--- src/hdl/cpu_test_pkg.sv ---
/*
 * memory test sequencer definitions
 * microcode encodings, bus widths, program labels and the test pattern
 */
package cpu_test_pkg;

   localparam int BUS_ADDR_W = 22;
   localparam int BUS_DATA_W = 32;
   localparam int UPC_W      = 8;
   localparam int UTARGET_W  = 6;

   typedef logic [UPC_W-1:0]      upc_t;
   typedef logic [UTARGET_W-1:0]  utarget_t;
   typedef logic [BUS_ADDR_W-1:0] bus_addr_t;
   typedef logic [BUS_DATA_W-1:0] bus_data_t;

   typedef enum logic [3:0] {
      op_nop   = 4'd0,
      op_write = 4'd1,
      op_read  = 4'd2,
      op_add   = 4'd3,
      op_sub   = 4'd4,
      op_tst   = 4'd5,
      op_cmp   = 4'd6,
      op_jmp   = 4'd7,
      op_fault = 4'd15
   } op_t;

   typedef enum logic [2:0] {
      r_none = 3'd0,
      r_a    = 3'd1,   // address
      r_b    = 3'd2,   // count
      r_c    = 3'd3,   // scratch
      r_d    = 3'd4,   // data
      r_i    = 3'd5,   // immediate
      r_dd   = 3'd7    // expected pattern at a
   } reg_sel_t;

   // 48 bit microword with op in the top nibble
   typedef struct packed {
      op_t       op;
      reg_sel_t  dst;
      reg_sel_t  src;
      utarget_t  target;
      bus_data_t imm;
   } uword_t;

   localparam int FILL_COUNT = 32;

   // program labels
   localparam upc_t PC_START       = 8'h00;
   localparam upc_t PC_FILL_LOOP   = 8'h02;
   localparam upc_t PC_VERIFY      = 8'h08;
   localparam upc_t PC_VERIFY_LOOP = 8'h0a;
   localparam upc_t PC_VERIFY_NEXT = 8'h0d;
   localparam upc_t HALT_PC        = 8'h11;

   // data word expected at a bus address, built from its low byte
   function automatic bus_data_t pattern_word(bus_addr_t addr);
      logic [7:0] n;
      n = addr[7:0];
      return {~n, n, n ^ 8'h5a, n + 8'h33};
   endfunction

endpackage

--- src/hdl/cpu_test_req_if.sv ---
/*
 * request channel from the sequencer to the bus master
 * req is a level, ack and done are single cycle answers
 */
`timescale 1ns/100ps

interface cpu_test_req_if
   import cpu_test_pkg::*;
   ();

   logic      req;     // held for the whole microinstruction
   logic      wr;
   bus_addr_t addr;
   bus_data_t wdata;
   logic      ack;     // write finished
   logic      done;    // read finished, rdata valid
   bus_data_t rdata;

   modport cpu (
      output req,
      output wr,
      output addr,
      output wdata,
      input  ack,
      input  done,
      input  rdata
   );

   modport master (
      input  req,
      input  wr,
      input  addr,
      input  wdata,
      output ack,
      output done,
      output rdata
   );

endinterface

--- src/hdl/cpu_test_ucode_rom.sv ---
/*
 * microcode ROM of the memory test sequencer
 * fills the test window, reads it back against the pattern, then halts
 */
`timescale 1ns/100ps

module cpu_test_ucode_rom
   import cpu_test_pkg::*;
(
   input  logic   clk,
   input  logic   reset,
   input  upc_t   uaddr,
   output uword_t uword
);

   function automatic uword_t uw(
      op_t       op,
      reg_sel_t  dst,
      reg_sel_t  src,
      upc_t      target,
      bus_data_t imm
   );
      uword_t w;
      w.op     = op;
      w.dst    = dst;
      w.src    = src;
      w.target = target[UTARGET_W-1:0];
      w.imm    = imm;
      return w;
   endfunction

   always_ff @(posedge clk)
   begin
      if (reset)
         uword <= uw(op_nop, r_none, r_none, PC_START, '0);
      else
      begin
         case (uaddr)
            // fill
            8'h00:
               uword <= uw(op_add, r_a, r_none, PC_START, 32'd0);    // a = 0
            8'h01:
               uword <= uw(op_add, r_b, r_none, PC_START, 32'd0);    // b = 0
            PC_FILL_LOOP:
               uword <= uw(op_add, r_d, r_dd, PC_START, 32'd0);      // d = pattern
            8'h03:
               uword <= uw(op_write, r_none, r_none, PC_START, 32'd0);
            8'h04:
               uword <= uw(op_add, r_a, r_a, PC_START, 32'd1);
            8'h05:
               uword <= uw(op_add, r_b, r_b, PC_START, 32'd1);
            8'h06:
               uword <= uw(op_cmp, r_b, r_i, PC_VERIFY, bus_data_t'(FILL_COUNT));
            8'h07:
               uword <= uw(op_jmp, r_none, r_none, PC_FILL_LOOP, 32'd0);

            // read back and compare
            PC_VERIFY:
               uword <= uw(op_add, r_a, r_none, PC_START, 32'd0);
            8'h09:
               uword <= uw(op_add, r_b, r_none, PC_START, 32'd0);
            PC_VERIFY_LOOP:
               uword <= uw(op_read, r_none, r_none, PC_START, 32'd0); // d = m[a]
            8'h0b:
               uword <= uw(op_cmp, r_d, r_dd, PC_VERIFY_NEXT, 32'd0);
            8'h0c:
               uword <= uw(op_fault, r_none, r_none, PC_START, 32'd0); // mismatch
            PC_VERIFY_NEXT:
               uword <= uw(op_add, r_a, r_a, PC_START, 32'd1);
            8'h0e:
               uword <= uw(op_add, r_b, r_b, PC_START, 32'd1);
            8'h0f:
               uword <= uw(op_cmp, r_b, r_i, HALT_PC, bus_data_t'(FILL_COUNT));
            8'h10:
               uword <= uw(op_jmp, r_none, r_none, PC_VERIFY_LOOP, 32'd0);

            HALT_PC:
               uword <= uw(op_jmp, r_none, r_none, HALT_PC, 32'd0);  // park here

            default:
               uword <= uw(op_jmp, r_none, r_none, PC_START, 32'd0);
         endcase
      end
   end

endmodule

--- src/hdl/cpu_test_cpu.sv ---
/*
 * microsequencer for the memory test
 * pc, four working registers, compare and branch, one request per read or write
 */
`timescale 1ns/100ps

module cpu_test_cpu
   import cpu_test_pkg::*;
(
   input  logic   clk,
   input  logic   reset,
   input  logic   start,
   output upc_t   uaddr,
   input  uword_t uword,
   output upc_t   pc,
   output logic   fault,
   cpu_test_req_if.cpu bus
);

   bus_addr_t a;
   bus_data_t b;
   bus_data_t c;
   bus_data_t d;

   bus_data_t operands [8];
   bus_data_t src_val;
   bus_data_t dst_val;
   bus_data_t alu_out;

   upc_t npc;
   logic primed;
   logic answered;
   logic is_write;
   logic is_read;
   logic is_mem;
   logic answer;
   logic load_pc;
   logic stall;

   assign is_write = uword.op == op_write;
   assign is_read  = uword.op == op_read;
   assign is_mem   = is_write | is_read;
   assign answer   = (is_write & bus.ack) | (is_read & bus.done);
   assign fault    = uword.op == op_fault;

   // operand table indexed by register select
   always_comb
   begin
      operands       = '{default: '0};
      operands[r_a]  = bus_data_t'(a);
      operands[r_b]  = b;
      operands[r_c]  = c;
      operands[r_d]  = d;
      operands[r_i]  = uword.imm;
      operands[r_dd] = pattern_word(a);
   end

   assign src_val = operands[uword.src];
   assign dst_val = operands[uword.dst];
   assign alu_out = (uword.op == op_sub) ? src_val - uword.imm : src_val + uword.imm;

   assign load_pc = (uword.op == op_tst && (dst_val & src_val) == '0) ||
                    (uword.op == op_cmp && dst_val == src_val) ||
                    (uword.op == op_jmp);

   // first cycle after reset still shows the reset nop
   assign stall = ~primed || ~start || fault ||
                  (is_mem && ~answer && ~answered);

   assign npc   = load_pc ? upc_t'(uword.target) : pc + 1'b1;
   assign uaddr = stall ? pc : npc;   // rom output lines up with pc

   assign bus.req   = is_mem & start & ~answered;
   assign bus.wr    = is_write;
   assign bus.addr  = a;
   assign bus.wdata = d;

   always_ff @(posedge clk)
   begin
      if (reset)
      begin
         pc     <= '0;
         primed <= 1'b0;
      end
      else
      begin
         primed <= 1'b1;
         if (~stall)
            pc <= npc;
      end
   end

   // remembers an answer that came while start was low
   always_ff @(posedge clk)
   begin
      if (reset)
         answered <= 1'b0;
      else if (~stall)
         answered <= 1'b0;
      else if (answer)
         answered <= 1'b1;
   end

   always_ff @(posedge clk)
   begin
      if (reset)
      begin
         a <= '0;
         b <= '0;
         c <= '0;
         d <= '0;
      end
      else
      begin
         if ((uword.op == op_add || uword.op == op_sub) && ~stall)
         begin
            case (uword.dst)
               r_a:     a <= alu_out[BUS_ADDR_W-1:0];
               r_b:     b <= alu_out;
               r_c:     c <= alu_out;
               r_d:     d <= alu_out;
               default: ;
            endcase
         end
         if (is_read && bus.done)
            d <= bus.rdata;   // read data lands in d
      end
   end

endmodule

--- src/hdl/cpu_test_bus_master.sv ---
/*
 * bus requester
 * registers each sequencer request onto the external bus until it is answered
 */
`timescale 1ns/100ps

module cpu_test_bus_master
   import cpu_test_pkg::*;
(
   input  logic      clk,
   input  logic      reset,
   cpu_test_req_if.master bus,
   output logic      mem_rq,
   output logic      mem_wr,
   output bus_addr_t mem_addr,
   output bus_data_t mem_wdata,
   input  logic      mem_ack,
   input  logic      mem_done,
   input  bus_data_t mem_rdata
);

   logic answer;
   logic launch;

   assign answer = mem_ack | mem_done;

   // no launch while a cycle is open or in its answer cycle
   assign launch = bus.req & ~mem_rq;

   assign bus.ack   = mem_rq & mem_ack;
   assign bus.done  = mem_rq & mem_done;
   assign bus.rdata = mem_rdata;

   always_ff @(posedge clk)
   begin
      if (reset)
      begin
         mem_rq <= 1'b0;
         mem_wr <= 1'b0;
      end
      else if (mem_rq)
      begin
         if (answer)
            mem_rq <= 1'b0;   // falls the cycle after the answer
      end
      else if (launch)
      begin
         mem_rq <= 1'b1;
         mem_wr <= bus.wr;
      end
   end

   always_ff @(posedge clk)
   begin
      if (launch)
      begin
         mem_addr  <= bus.addr;
         mem_wdata <= bus.wdata;
      end
   end

endmodule

--- src/hdl/cpu_test_top.sv ---
/*
 * memory test sequencer top level
 * microcode ROM, sequencer and bus requester on one external bus
 */
`timescale 1ns/100ps

module cpu_test_top
   import cpu_test_pkg::*;
(
   input  logic      clk,
   input  logic      reset,
   input  logic      start,
   output upc_t      pc,
   output logic      fault,
   output logic      mem_rq,
   output logic      mem_wr,
   output bus_addr_t mem_addr,
   output bus_data_t mem_wdata,
   input  logic      mem_ack,
   input  logic      mem_done,
   input  bus_data_t mem_rdata
);

   upc_t   uaddr;
   uword_t uword;

   cpu_test_req_if req_i ();

   cpu_test_ucode_rom rom_i (
      .clk   (clk),
      .reset (reset),
      .uaddr (uaddr),
      .uword (uword)
   );

   cpu_test_cpu cpu_i (
      .clk   (clk),
      .reset (reset),
      .start (start),
      .uaddr (uaddr),
      .uword (uword),
      .pc    (pc),
      .fault (fault),
      .bus   (req_i.cpu)
   );

   cpu_test_bus_master master_i (
      .clk       (clk),
      .reset     (reset),
      .bus       (req_i.master),
      .mem_rq    (mem_rq),
      .mem_wr    (mem_wr),
      .mem_addr  (mem_addr),
      .mem_wdata (mem_wdata),
      .mem_ack   (mem_ack),
      .mem_done  (mem_done),
      .mem_rdata (mem_rdata)
   );

endmodule

--- config.mk ---
export PLATFORM = sky130hd
export DESIGN_NAME = cpu_test_top
export DESIGN_NICKNAME = d
export VERILOG_FILES = /design/src/hdl/cpu_test_pkg.sv /design/src/hdl/cpu_test_req_if.sv /design/src/hdl/cpu_test_ucode_rom.sv /design/src/hdl/cpu_test_cpu.sv /design/src/hdl/cpu_test_bus_master.sv /design/src/hdl/cpu_test_top.sv
export SDC_FILE = /design/constraint.sdc
export NUM_CORES = 1
export LEC_CHECK = 0
export BUFFER_PORTS_ARGS = -buffer_cell sky130_fd_sc_hd__clkbuf_2
export CAP_MARGIN = 25
export CORE_MARGIN = 4
export CORE_UTILIZATION = 60
export CTS_BUF_LIST = sky130_fd_sc_hd__clkbuf_16
export DETAILED_ROUTE_END_ITERATION = 12
export GPL_ROUTABILITY_DRIVEN = 0
export HOLD_SLACK_MARGIN = 0.02
export PLACE_DENSITY = 0.77
export SYNTH_ARGS = -nofsm -noshare
export SYNTH_HDL_FRONTEND = slang
export SYNTH_HIERARCHICAL = 1
export SYNTH_SLANG_ARGS = --single-unit
export TNS_END_PERCENT = 10
--- constraint.sdc ---
create_clock -name clk -period 7.1 [get_ports clk]
set_input_delay 1.065 -clock clk [delete_from_list [all_inputs] [get_ports clk]]
set_output_delay 1.065 -clock clk [all_outputs]
set_load 0.01 [all_outputs]
==> results of run 1 <==
cells in the final DEF, fill, tap and decap left out, types with 6 or more instances in the layout:
cell | netlist | routed
o311ai_1 | 6 | 6
a31oi_1 | 20 | 20
a221oi_1 | 41 | 41
a211oi_1 | 15 | 15
o31ai_1 | 9 | 9
nor4_1 | 23 | 23
nor3b_1 | 7 | 7
and3_1 | 18 | 17
mux2_2 | 43 | 43
or4_1 | 6 | 6
clkbuf_2 | 0 | 100
a21oi_1 | 134 | 133
o211ai_1 | 17 | 17
or2_2 | 7 | 7
ha_1 | 69 | 69
nand3_1 | 78 | 78
xnor2_1 | 16 | 16
xor2_1 | 32 | 32
o21a_1 | 9 | 9
or3_1 | 17 | 17
buf_4 | 65 | 28
dfxtp_1 | 147 | 141
nand2_1 | 187 | 187
nor2_1 | 117 | 116
o22a_1 | 15 | 15
a21o_1 | 19 | 19
and2_1 | 17 | 17
edfxtp_1 | 54 | 54
nand2b_1 | 9 | 9
nor3_1 | 28 | 28
conb_1 | 1 | 31
o22ai_1 | 40 | 40
o21bai_1 | 6 | 6
nand4_1 | 12 | 12
o21ai_0 | 74 | 74
nor2b_1 | 13 | 13
clkbuf_16 | 0 | 21
a22oi_1 | 29 | 29
inv_1 | 21 | 22
mux2i_1 | 94 | 94
cells in the mapped netlist (5+ instances only):
library cell    n  area, um^2
a21oi_1       134         671
nor2_1        117         439
a221oi_1       41         359
a311oi_1        5        43.8
xnor2_1        16         140
mux2i_1        94         941
nand3_1        78         390
buf_4          65         488
or4_1           6        45.0
nand2_1       187         702
a31oi_1        20         125
inv_1          21        78.8
or3_1          17         106
mux2_2         43         484
o311ai_1        6        52.6
o22ai_1        40         250
and2_1         17         106
dfxtp_1       147        2940
nand3b_1        5        37.5
o21bai_1        6        45.0
o31a_1          5        43.8
o31ai_1         9        67.6
nand4_1        12        75.1
or2_2           7        43.8
xor2_1         32         280
clkbuf_1      105         394
edfxtp_1       54        1620
buf_1           8        30.0
nor4_1         23         144
o21ai_0        74         370
o211ai_1       17         128
and3_1         18         113
o311ai_0        5        43.8
nor3b_1         7        52.6
nor2b_1        13        81.3
a211oi_1       15         113
ha_1           69         863
nand2b_1        9        56.3
o21a_1          9        67.6
a22oi_1        29         218
a21o_1         19         143
o22a_1         15         131
nor3_1         28         140
worst max path at each step:
| stage | slack (ns) | to | cells past startpoint | start |
|---|---|---|---|---|
| after global placement | 1.45 | rom_i/uword[46] | 20 | rom_i/uword[41] |
| after CTS | 1.23 | rom_i/uword[46] | 20 | rom_i/uword[41] |
| final | 1.11 | rom_i/uword[46] | 20 | rom_i/uword[41] |
| after global routing | 0.80 | rom_i/uword[46] | 20 | rom_i/uword[41] |
| after floorplan | 1.92 | rom_i/uword[46] | 20 | rom_i/uword[41] |
| after detailed placement | 1.26 | rom_i/uword[46] | 20 | rom_i/uword[41] |
report_power, final:
| group | total, uW | internal [uW] | switching, uW | leakage (uW) |
|---|---|---|---|---|
| combinational | 513 | 186 | 327 | 0.00409 |
| clock | 1060 | 582 | 479 | 0.000318 |
| sequential | 1250 | 1200 | 49.7 | 0.00171 |
kinds of logic after synthesis:
logic type | after synthesis
AND/OR/NAND/NOR | 565
AO/OA/AOI/OAI | 505
buffers and inverters | 205
flip-flops | 201
multiplexers | 138
adder cells (fa/ha/maj) | 70
XOR/XNOR | 50
other | 1
registers in the layout, indices dropped and copies added (netlist names):
name,flops
cpu_i/pc,8
master_i/mem_wdata,32
master_i/mem_wr,1
master_i/mem_rq,1
master_i/mem_addr,22
cpu_i/answered,1
rom_i/uword,17
cpu_i/b,32
cpu_i/c,32
cpu_i/bus.wdata,32
cpu_i/primed,1
cpu_i/bus.addr,22
layer usage:
metal,GRT usage,part of all wire
met1,0.454,0.40
met2,0.508,0.43
met3,0.0783,0.13
met4,0.140,0.046
met5,0,0.00024
layout make-up:
type,instances,share of cell area
clock inverter,17,0.00807
sequential,201,0.292
inverter,21,0.00504
clock buffer,21,0.0336
timing repair buffer,132,0.0492
multi-input combinational,1359,0.586
tap,319,0.0255
critical path, cell delays in order (launching register included):
cell,delay [ns]
dfxtp_4,0.94
buf_4,0.44
nor2b_1,0.44
nand2_1,0.10
a21oi_1,0.13
a31oi_1,0.05
o21ai_0,0.11
ha_1,0.26
nor4_1,0.41
nand4_1,0.23
or4_1,0.54
a21oi_1,0.15
a21bo_2,0.23
nor2_2,0.12
mux2i_1,0.18
a21oi_1,0.60
inv_1,0.17
ha_1,0.33
nand2b_1,0.16
a21boi_0,0.19
o21ba_2,0.15
stage by stage:
step                setup WS, ns  hold WS, ns  instances
floorplan                   1.92        0.406       1765
global placement            1.45        0.446       2029
detailed placement          1.26        0.457       2029
CTS                         1.23        0.466       2067
global route               0.801        0.484       2070
finish                      1.11        0.467       2070
==> metrics, run 1 <==
run status=finished, final reports clean; Leakage=0.00611 uW; Worst Hold Launch=cpu_i/c[3]; EDFF count, synth=54; combinational family with the most area after synthesis=compound AO/OA/AOI/OAI gates; Routed Antenna Nets=0; flop2flop setup slack=1.11 ns; Die Height=164 um; root buf cell=clkbuf_16; Peak VDD IR=0.151 mV; initial DRC count=1537; Post-Synth XOR/XNOR Area=0.0321; wire length per cell=22.5 um; initial antenna violation count=1; Die X=164 um; Final period util=0.844; post-synthesis adder-cell area fraction=0.0603; dominant synthesized flop cell=dfxtp_1; clock latency on the worst-skew pair=0.52 ns; hold buffer count at cts=0; Cell variety after synth=91; hold endpoint=cpu_i/c[3]; I/O Buffers=101; HP Class=reg -> reg; #FFs+latches synth=201; TritonCTS sink count=201; fmax=0.167 GHz; DR pass1 iterations=6; # setup viols final=0; GRT Overall Usage=0.333; Final #Nets=1843; endpoints failing hold=0; Max Cap Viol=0; register area share after synthesis=0.312; Hold Crit Depth=2; post-synthesis simple-gate area fraction=0.189; Rel. slew slack=0.304; Post-Syn Area=14600 um^2; Worst Tran Pin Value=1.04 ns; CP required=7.57 ns; die area=27000 um^2; fraction of synthesized area in multiplexers=0.0984; H-Tree Depth=1; Final HPWL DP=32700 um; share of cells above drive strength 1=0.149; starting density of the core=0.616; Multi-input gate area=9180 um^2; drt total wl=46500 um; Cell Pwr Density=181 nW/um^2; routed vias=14081; Top Ports=102; Reg clk slew, reported paths=0.06 ns; Slew Viols, Final=0; Mean Syn Cell Area=8.44 um^2; reg2reg end=rom_i/uword[46]; largest net degree at the start of global routing=63; # rows=56; Core Util, Final=0.659; complex-gate fraction of the synthesized area=0.237; layout overhead on the synthesized area=6.91%; CP Launch Type=register; CTS Buffer Depth=3; critical path arrival=6.46 ns; diode count=0; setup repair bufs after CTS=0; cts bufs inserted=21; total core area=23800 um^2; Setup CP Type=reg -> reg; first-pass GRT wire length=71200 um; # DRC=0; Vias per Instance=6.80; fill count=1975; RSZ-0062 raised after global routing=false; Synth Warn #=6; worst-case reg-to-reg path depth=20; Resized cells post-CTS=0; reg2reg start=rom_i/uword[41]; Finished Cell Area=15700 um^2; Placement Cell Area=15000 um^2; FF+latch area=4580 um^2; Post-Synthesis Cells=1735; crit path max fanout=55; total global routing overflow=0; async set or reset register ratio after synthesis=0; vias in the first global route=12794; Final Power=2830 uW; total negative slack=0 ns; Worst Skew=0.0105 ns; crit path time final=5.99 ns; critical path capture point type=register; CTS tree=built
Note: power is estimated with default switching activity, not from simulation.
==> run 2, diff against run 1 <==
==> constraint.sdc (replaced) <==
create_clock -name clk -period 6.17 [get_ports clk]
set_input_delay 0.9255 -clock clk [delete_from_list [all_inputs] [get_ports clk]]
set_output_delay 0.9255 -clock clk [all_outputs]
set_load 0.01 [all_outputs]
==> run 2 against run 1 <==
Critical path depth fell by 6; die area did not move; critical endpoint is now rom_i/uword[44]; largest cell class unchanged; hold slack got worse by 0.00077 ns; clock power rose by 25%; final cell count rose by 0.29%; core utilization rose by 0.42 points; first-iteration DRC count rose by 34%; total power rose by 19%; worst setup slack got worse by 0.59 ns; register-to-register slack got worse by 0.59 ns; highest routed layer is now met4; sequential share of layout area fell by 0.18 points.
==> metrics, run 2 (synthesized netlist as in run 1, its figures left out) <==
share of cells above drive strength 1=0.151; Worst Skew=0.0126 ns; Multi-input gate area=9180 um^2; HP Class=reg -> reg; vias in the first global route=12987; FF+latch area=4580 um^2; Leakage=0.00618 uW; CP required=6.59 ns; Slew Viols, Final=0; Max Cap Viol=0; starting density of the core=0.616; CTS tree=built; endpoints failing hold=0; Final #Nets=1848; root buf cell=clkbuf_16; clock latency on the worst-skew pair=0.52 ns; setup repair bufs after CTS=0; Reg clk slew, reported paths=0.06 ns; CP Launch Type=register; crit path time final=5.65 ns; Resized cells post-CTS=0; critical path arrival=6.07 ns; # DRC=0; initial DRC count=2063; die area=27000 um^2; Final Power=3370 uW; Rel. slew slack=0.243; Setup CP Type=reg -> reg; Die X=164 um; fill count=1967; DR pass1 iterations=8; Die Height=164 um; TritonCTS sink count=201; first-pass GRT wire length=72900 um; I/O Buffers=101; most frequent cells in the layout=nand2_1, dfxtp_1, a21oi_1; fmax=0.177 GHz; total negative slack=0 ns; wire length per cell=23.0 um; crit path max fanout=33; CTS Buffer Depth=3; total global routing overflow=0; Crit-path slowest cell=dfxtp_2; Top Ports=102; cts bufs inserted=22; routed vias=14223; total core area=23800 um^2; CP peak stage delay=0.74 ns; Final period util=0.915; H-Tree Depth=1; # setup viols final=0; diode count=0; drt total wl=47800 um; GRT Overall Usage=0.343; RSZ-0062 raised after global routing=false; Final HPWL DP=33800 um; Cell Pwr Density=214 nW/um^2; critical path, cell by cell=buf_4 -> nand2b_1 -> o21ai_0 -> ha_1 -> nor4_1 -> nand4_1 -> nor4_1 -> a31oi_1 -> nor2_1 -> nor2_2 -> o21ai_0 -> nand3_1 -> mux2_2 -> a311oi_1; # rows=56; largest net degree at the start of global routing=97; Peak VDD IR=0.180 mV; Worst Tran Pin Value=1.13 ns; run status=finished, final reports clean; Core Util, Final=0.663; initial antenna violation count=1; Routed Antenna Nets=0; leading cell type in the layout, fill and taps excluded=nand2_1; hold buffer count at cts=0; Vias per Instance=6.85; layout overhead on the synthesized area=7.59%; critical path capture point type=register
run 2: per-stage QoR:
stage	setup slack [ns]	std cells	instance area, um^2	hold WS (ns)
after floorplan	0.986	1765	14800	0.406
after global placement	0.866	2035	15000	0.443
after detailed placement	0.803	2036	15000	0.454
after CTS	0.765	2076	15800	0.463
after global routing	0.378	2076	15800	0.489
final	0.523	2076	15800	0.467
run 2: layout make-up:
class,count,area share
Inverter,21,0.00500
Tap cell,319,0.0253
Timing Repair Buffer,136,0.0510
Sequential cell,201,0.291
Clock buffer,23,0.0365
Clock inverter,17,0.00905
Multi-Input combinational cell,1359,0.583
run 2: power breakdown:
part | switching [uW] | leakage [uW] | internal [uW]
Sequential | 45.3 | 0.00171 | 1380
Combinational | 399 | 0.00411 | 217
Clock | 565 | 0.000362 | 762
Total | 1010 | 0.00618 | 2360
run 2: final timing paths:
| check | start | endpoint | slack, ns | cells after the start |
|---|---|---|---|---|
| max reg2reg | rom_i/uword[42] | rom_i/uword[44] | 0.52 | 14 |
| min | cpu_i/c[2] | cpu_i/c[2] | 0.47 | 2 |
| min reg2reg | cpu_i/c[2] | cpu_i/c[2] | 0.47 | 2 |
| max | rom_i/uword[42] | rom_i/uword[44] | 0.52 | 14 |
run 2: layer usage:
metal | vias to the layer above | global-route usage | routed length [um]
met5 | - | 0 | 0
met4 | 0 | 0.155 | 2380
met1 | 6634 | 0.482 | 19200
li1 | 6437 | - | -
met2 | 960 | 0.505 | 19900
met3 | 192 | 0.0740 | 6360
run 2: critical path: cells and delay by family, from the launching register on:
kind	cells	cell delay (ns)
AO/OA/AOI/OAI	4	0.85
adder cells (fa/ha/maj)	1	0.27
buffers and inverters	1	0.47
flip-flops	1	0.74
multiplexers	1	0.53
AND/OR/NAND/NOR	7	2.68
==> run 3, diff against run 2 <==
--- a/config.mk
+++ b/config.mk
@@ -7,13 +7,15 @@
 export LEC_CHECK = 0
 export BUFFER_PORTS_ARGS = -buffer_cell sky130_fd_sc_hd__clkbuf_2
 export CAP_MARGIN = 25
+export CELL_PAD_IN_SITES_DETAIL_PLACEMENT = 0
+export CELL_PAD_IN_SITES_GLOBAL_PLACEMENT = 1
 export CORE_MARGIN = 4
-export CORE_UTILIZATION = 60
+export CORE_UTILIZATION = 47
 export CTS_BUF_LIST = sky130_fd_sc_hd__clkbuf_16
 export DETAILED_ROUTE_END_ITERATION = 12
 export GPL_ROUTABILITY_DRIVEN = 0
-export HOLD_SLACK_MARGIN = 0.02
-export PLACE_DENSITY = 0.77
+export HOLD_SLACK_MARGIN = 0.08
+export PLACE_DENSITY = 0.79
 export SYNTH_ARGS = -nofsm -noshare
 export SYNTH_HDL_FRONTEND = slang
 export SYNTH_HIERARCHICAL = 1
==> run 3 against run 2 <==
Sequential share of layout area decreased by 0.19 points; sequential power about the same; final cell count increased by 3.8%; clock-buffer cell count decreased by 1; total power increased by 1.8%; routed wire length increased by 7.2%; via count decreased by 2.4%; clock power increased by 3%; first-iteration DRC count decreased by 15%; core utilization decreased by 15 points; non-clock buffer count unchanged; global-route usage decreased by 5.2 points; critical endpoint is now rom_i/uword[41].
==> metrics, run 3 (synthesized netlist as in run 1, its figures left out) <==
run status=finished, final reports clean; Die Height=185 um; hold buffer count at cts=0; Setup WS post-layout=0.526 ns; Clock power frac=0.398; Top Ports=102; Resized cells post-CTS=0; Slew Viols, Final=0; Routed Antenna Nets=0; Sw Ratio=0.304; CTS tree=built; leading cell type in the layout, fill and taps excluded=nand2_1; switching pwr=1040 uW; cts bufs inserted=22; Final period util=0.915; reg2reg start=cpu_i/bus.addr[0]; total core area=30700 um^2; CP Launch Type=register; share of cells above drive strength 1=0.152; starting density of the core=0.477; Worst Tran Pin Value=1.06 ns; layout overhead on the synthesized area=8.30%; fmax=0.177 GHz; CP required=6.58 ns; GRT Overall Usage=0.291; crit path time final=5.64 ns; Worst Setup SP=cpu_i/bus.addr[0]; endpoints failing hold=0; I/O Buffers=101; clock latency on the worst-skew pair=0.54 ns; crit path max fanout=12; Setup CP Type=reg -> reg; Final Power=3430 uW; TritonCTS sink count=201; Rel. slew slack=0.294; Die X=185 um; worst-case reg-to-reg path depth=19; Worst Skew=0.0200 ns; DR pass1 iterations=6; CTS Buffer Depth=3; wire length per cell=23.8 um; die area=34000 um^2; Reg clk slew, reported paths=0.07 ns; initial DRC count=1746; largest net degree at the start of global routing=67; share of power burned in combinational logic=0.185; routed vias=13888; # setup viols final=0; Max Cap Viol=0; register share of total power=0.417; # rows=64; drt total wl=51200 um; H-Tree Depth=1; total negative slack=0 ns; Cell Pwr Density=216 nW/um^2; Leakage=0.00617 uW; most frequent cells in the layout=nand2_1, dfxtp_1, a21oi_1; setup repair bufs after CTS=0; RSZ-0062 raised after global routing=false; # DRC=0; pre-CTS setup slack=0.730 ns; Final HPWL DP=37400 um; reg2reg end=rom_i/uword[41]; first-pass GRT wire length=77100 um; Peak VDD IR=0.185 mV; Final #Nets=1848; critical path arrival=6.06 ns; total global routing overflow=0; vias in the first global route=12754; HP Class=reg -> reg; Int Pwr=2390 uW; initial antenna violation count=2; root buf cell=clkbuf_16; crit path capture=rom_i/uword[41]; Vias per Instance=6.44; flop2flop setup slack=0.53 ns; critical path capture point type=register
## run 3: cell types whose count changed in the layout (fill, tap and decap cells not counted), sizes merged
cell,previous run,this run
inv,26,24
clkinv,8,10
bufinv,2,3
clkbuf,123,122
diode,0,2
## run 3: how the worst min path moves through the flow
| stage | startpoint | endpoint | slack [ns] | depth (start not counted) |
|---|---|---|---|---|
| detailed placement | cpu_i/c[6] | cpu_i/c[6] | 0.46 | 2 |
| CTS | cpu_i/c[6] | cpu_i/c[6] | 0.47 | 2 |
| global placement | cpu_i/c[18] | cpu_i/c[18] | 0.45 | 2 |
| floorplan | cpu_i/bus.addr[7] | master_i/mem_addr[7] | 0.41 | 0 |
| global route | cpu_i/c[6] | cpu_i/c[6] | 0.49 | 2 |
| finish | cpu_i/b[5] | cpu_i/b[5] | 0.47 | 2 |
## run 3: final cells by class
type                            instances  area (um^2)
Tap cell                              396          495
Sequential cell                       201         4580
Clock inverter                         18          190
Inverter                               21         78.8
Fill cell                            2962        14800
Antenna cell                            2         5.00
Timing Repair Buffer                  136          783
Multi-Input combinational cell       1359         9180
Clock buffer                           22          551
## run 3: per-stage QoR
step	hold slack, ns	instance area [um^2]	utilization	instances
after floorplan	0.406	14800	-	1765
after global placement	0.450	15100	0.493	2113
after detailed placement	0.460	15100	0.493	2113
after CTS	0.469	15900	0.517	2153
after global routing	0.486	15900	0.517	2153
final	0.471	15900	0.517	2155
## run 3: per-layer routing
layer  track usage  vias to the layer above  share of wire
li1              -                     6433              -
met1         0.425                     6666           0.45
met2         0.423                      688           0.42
met3        0.0665                      101          0.099
met4         0.101                        0          0.036
met5             0                        -              0
## run 3: critical path: stages (launching register included)
cell and delay (ns):
dfxtp_1 0.69, inv_1 0.17, ha_1 0.28, nor2_1 0.19, nor3_1 0.08, xnor2_1 0.23, a21oi_1 0.09, a21oi_1 0.26
ha_1 0.27, nor4_1 0.57, nand4_1 0.21, nor4_1 0.34, a31oi_1 0.14, nor2_1 0.39, nor2_2 0.18, o21ai_0 0.15
nand3_1 0.22, nor4_4 0.47, nand2b_2 0.23, a21oi_1 0.35
## run 3: power by group through the flow
stage	logic, uW	registers, uW	clock network (uW)
finish	634	1430	1370
global route	678	1430	1440
CTS	612	1430	1390
detailed placement	610	1460	0
global placement	608	1460	0
floorplan	459	1440	0
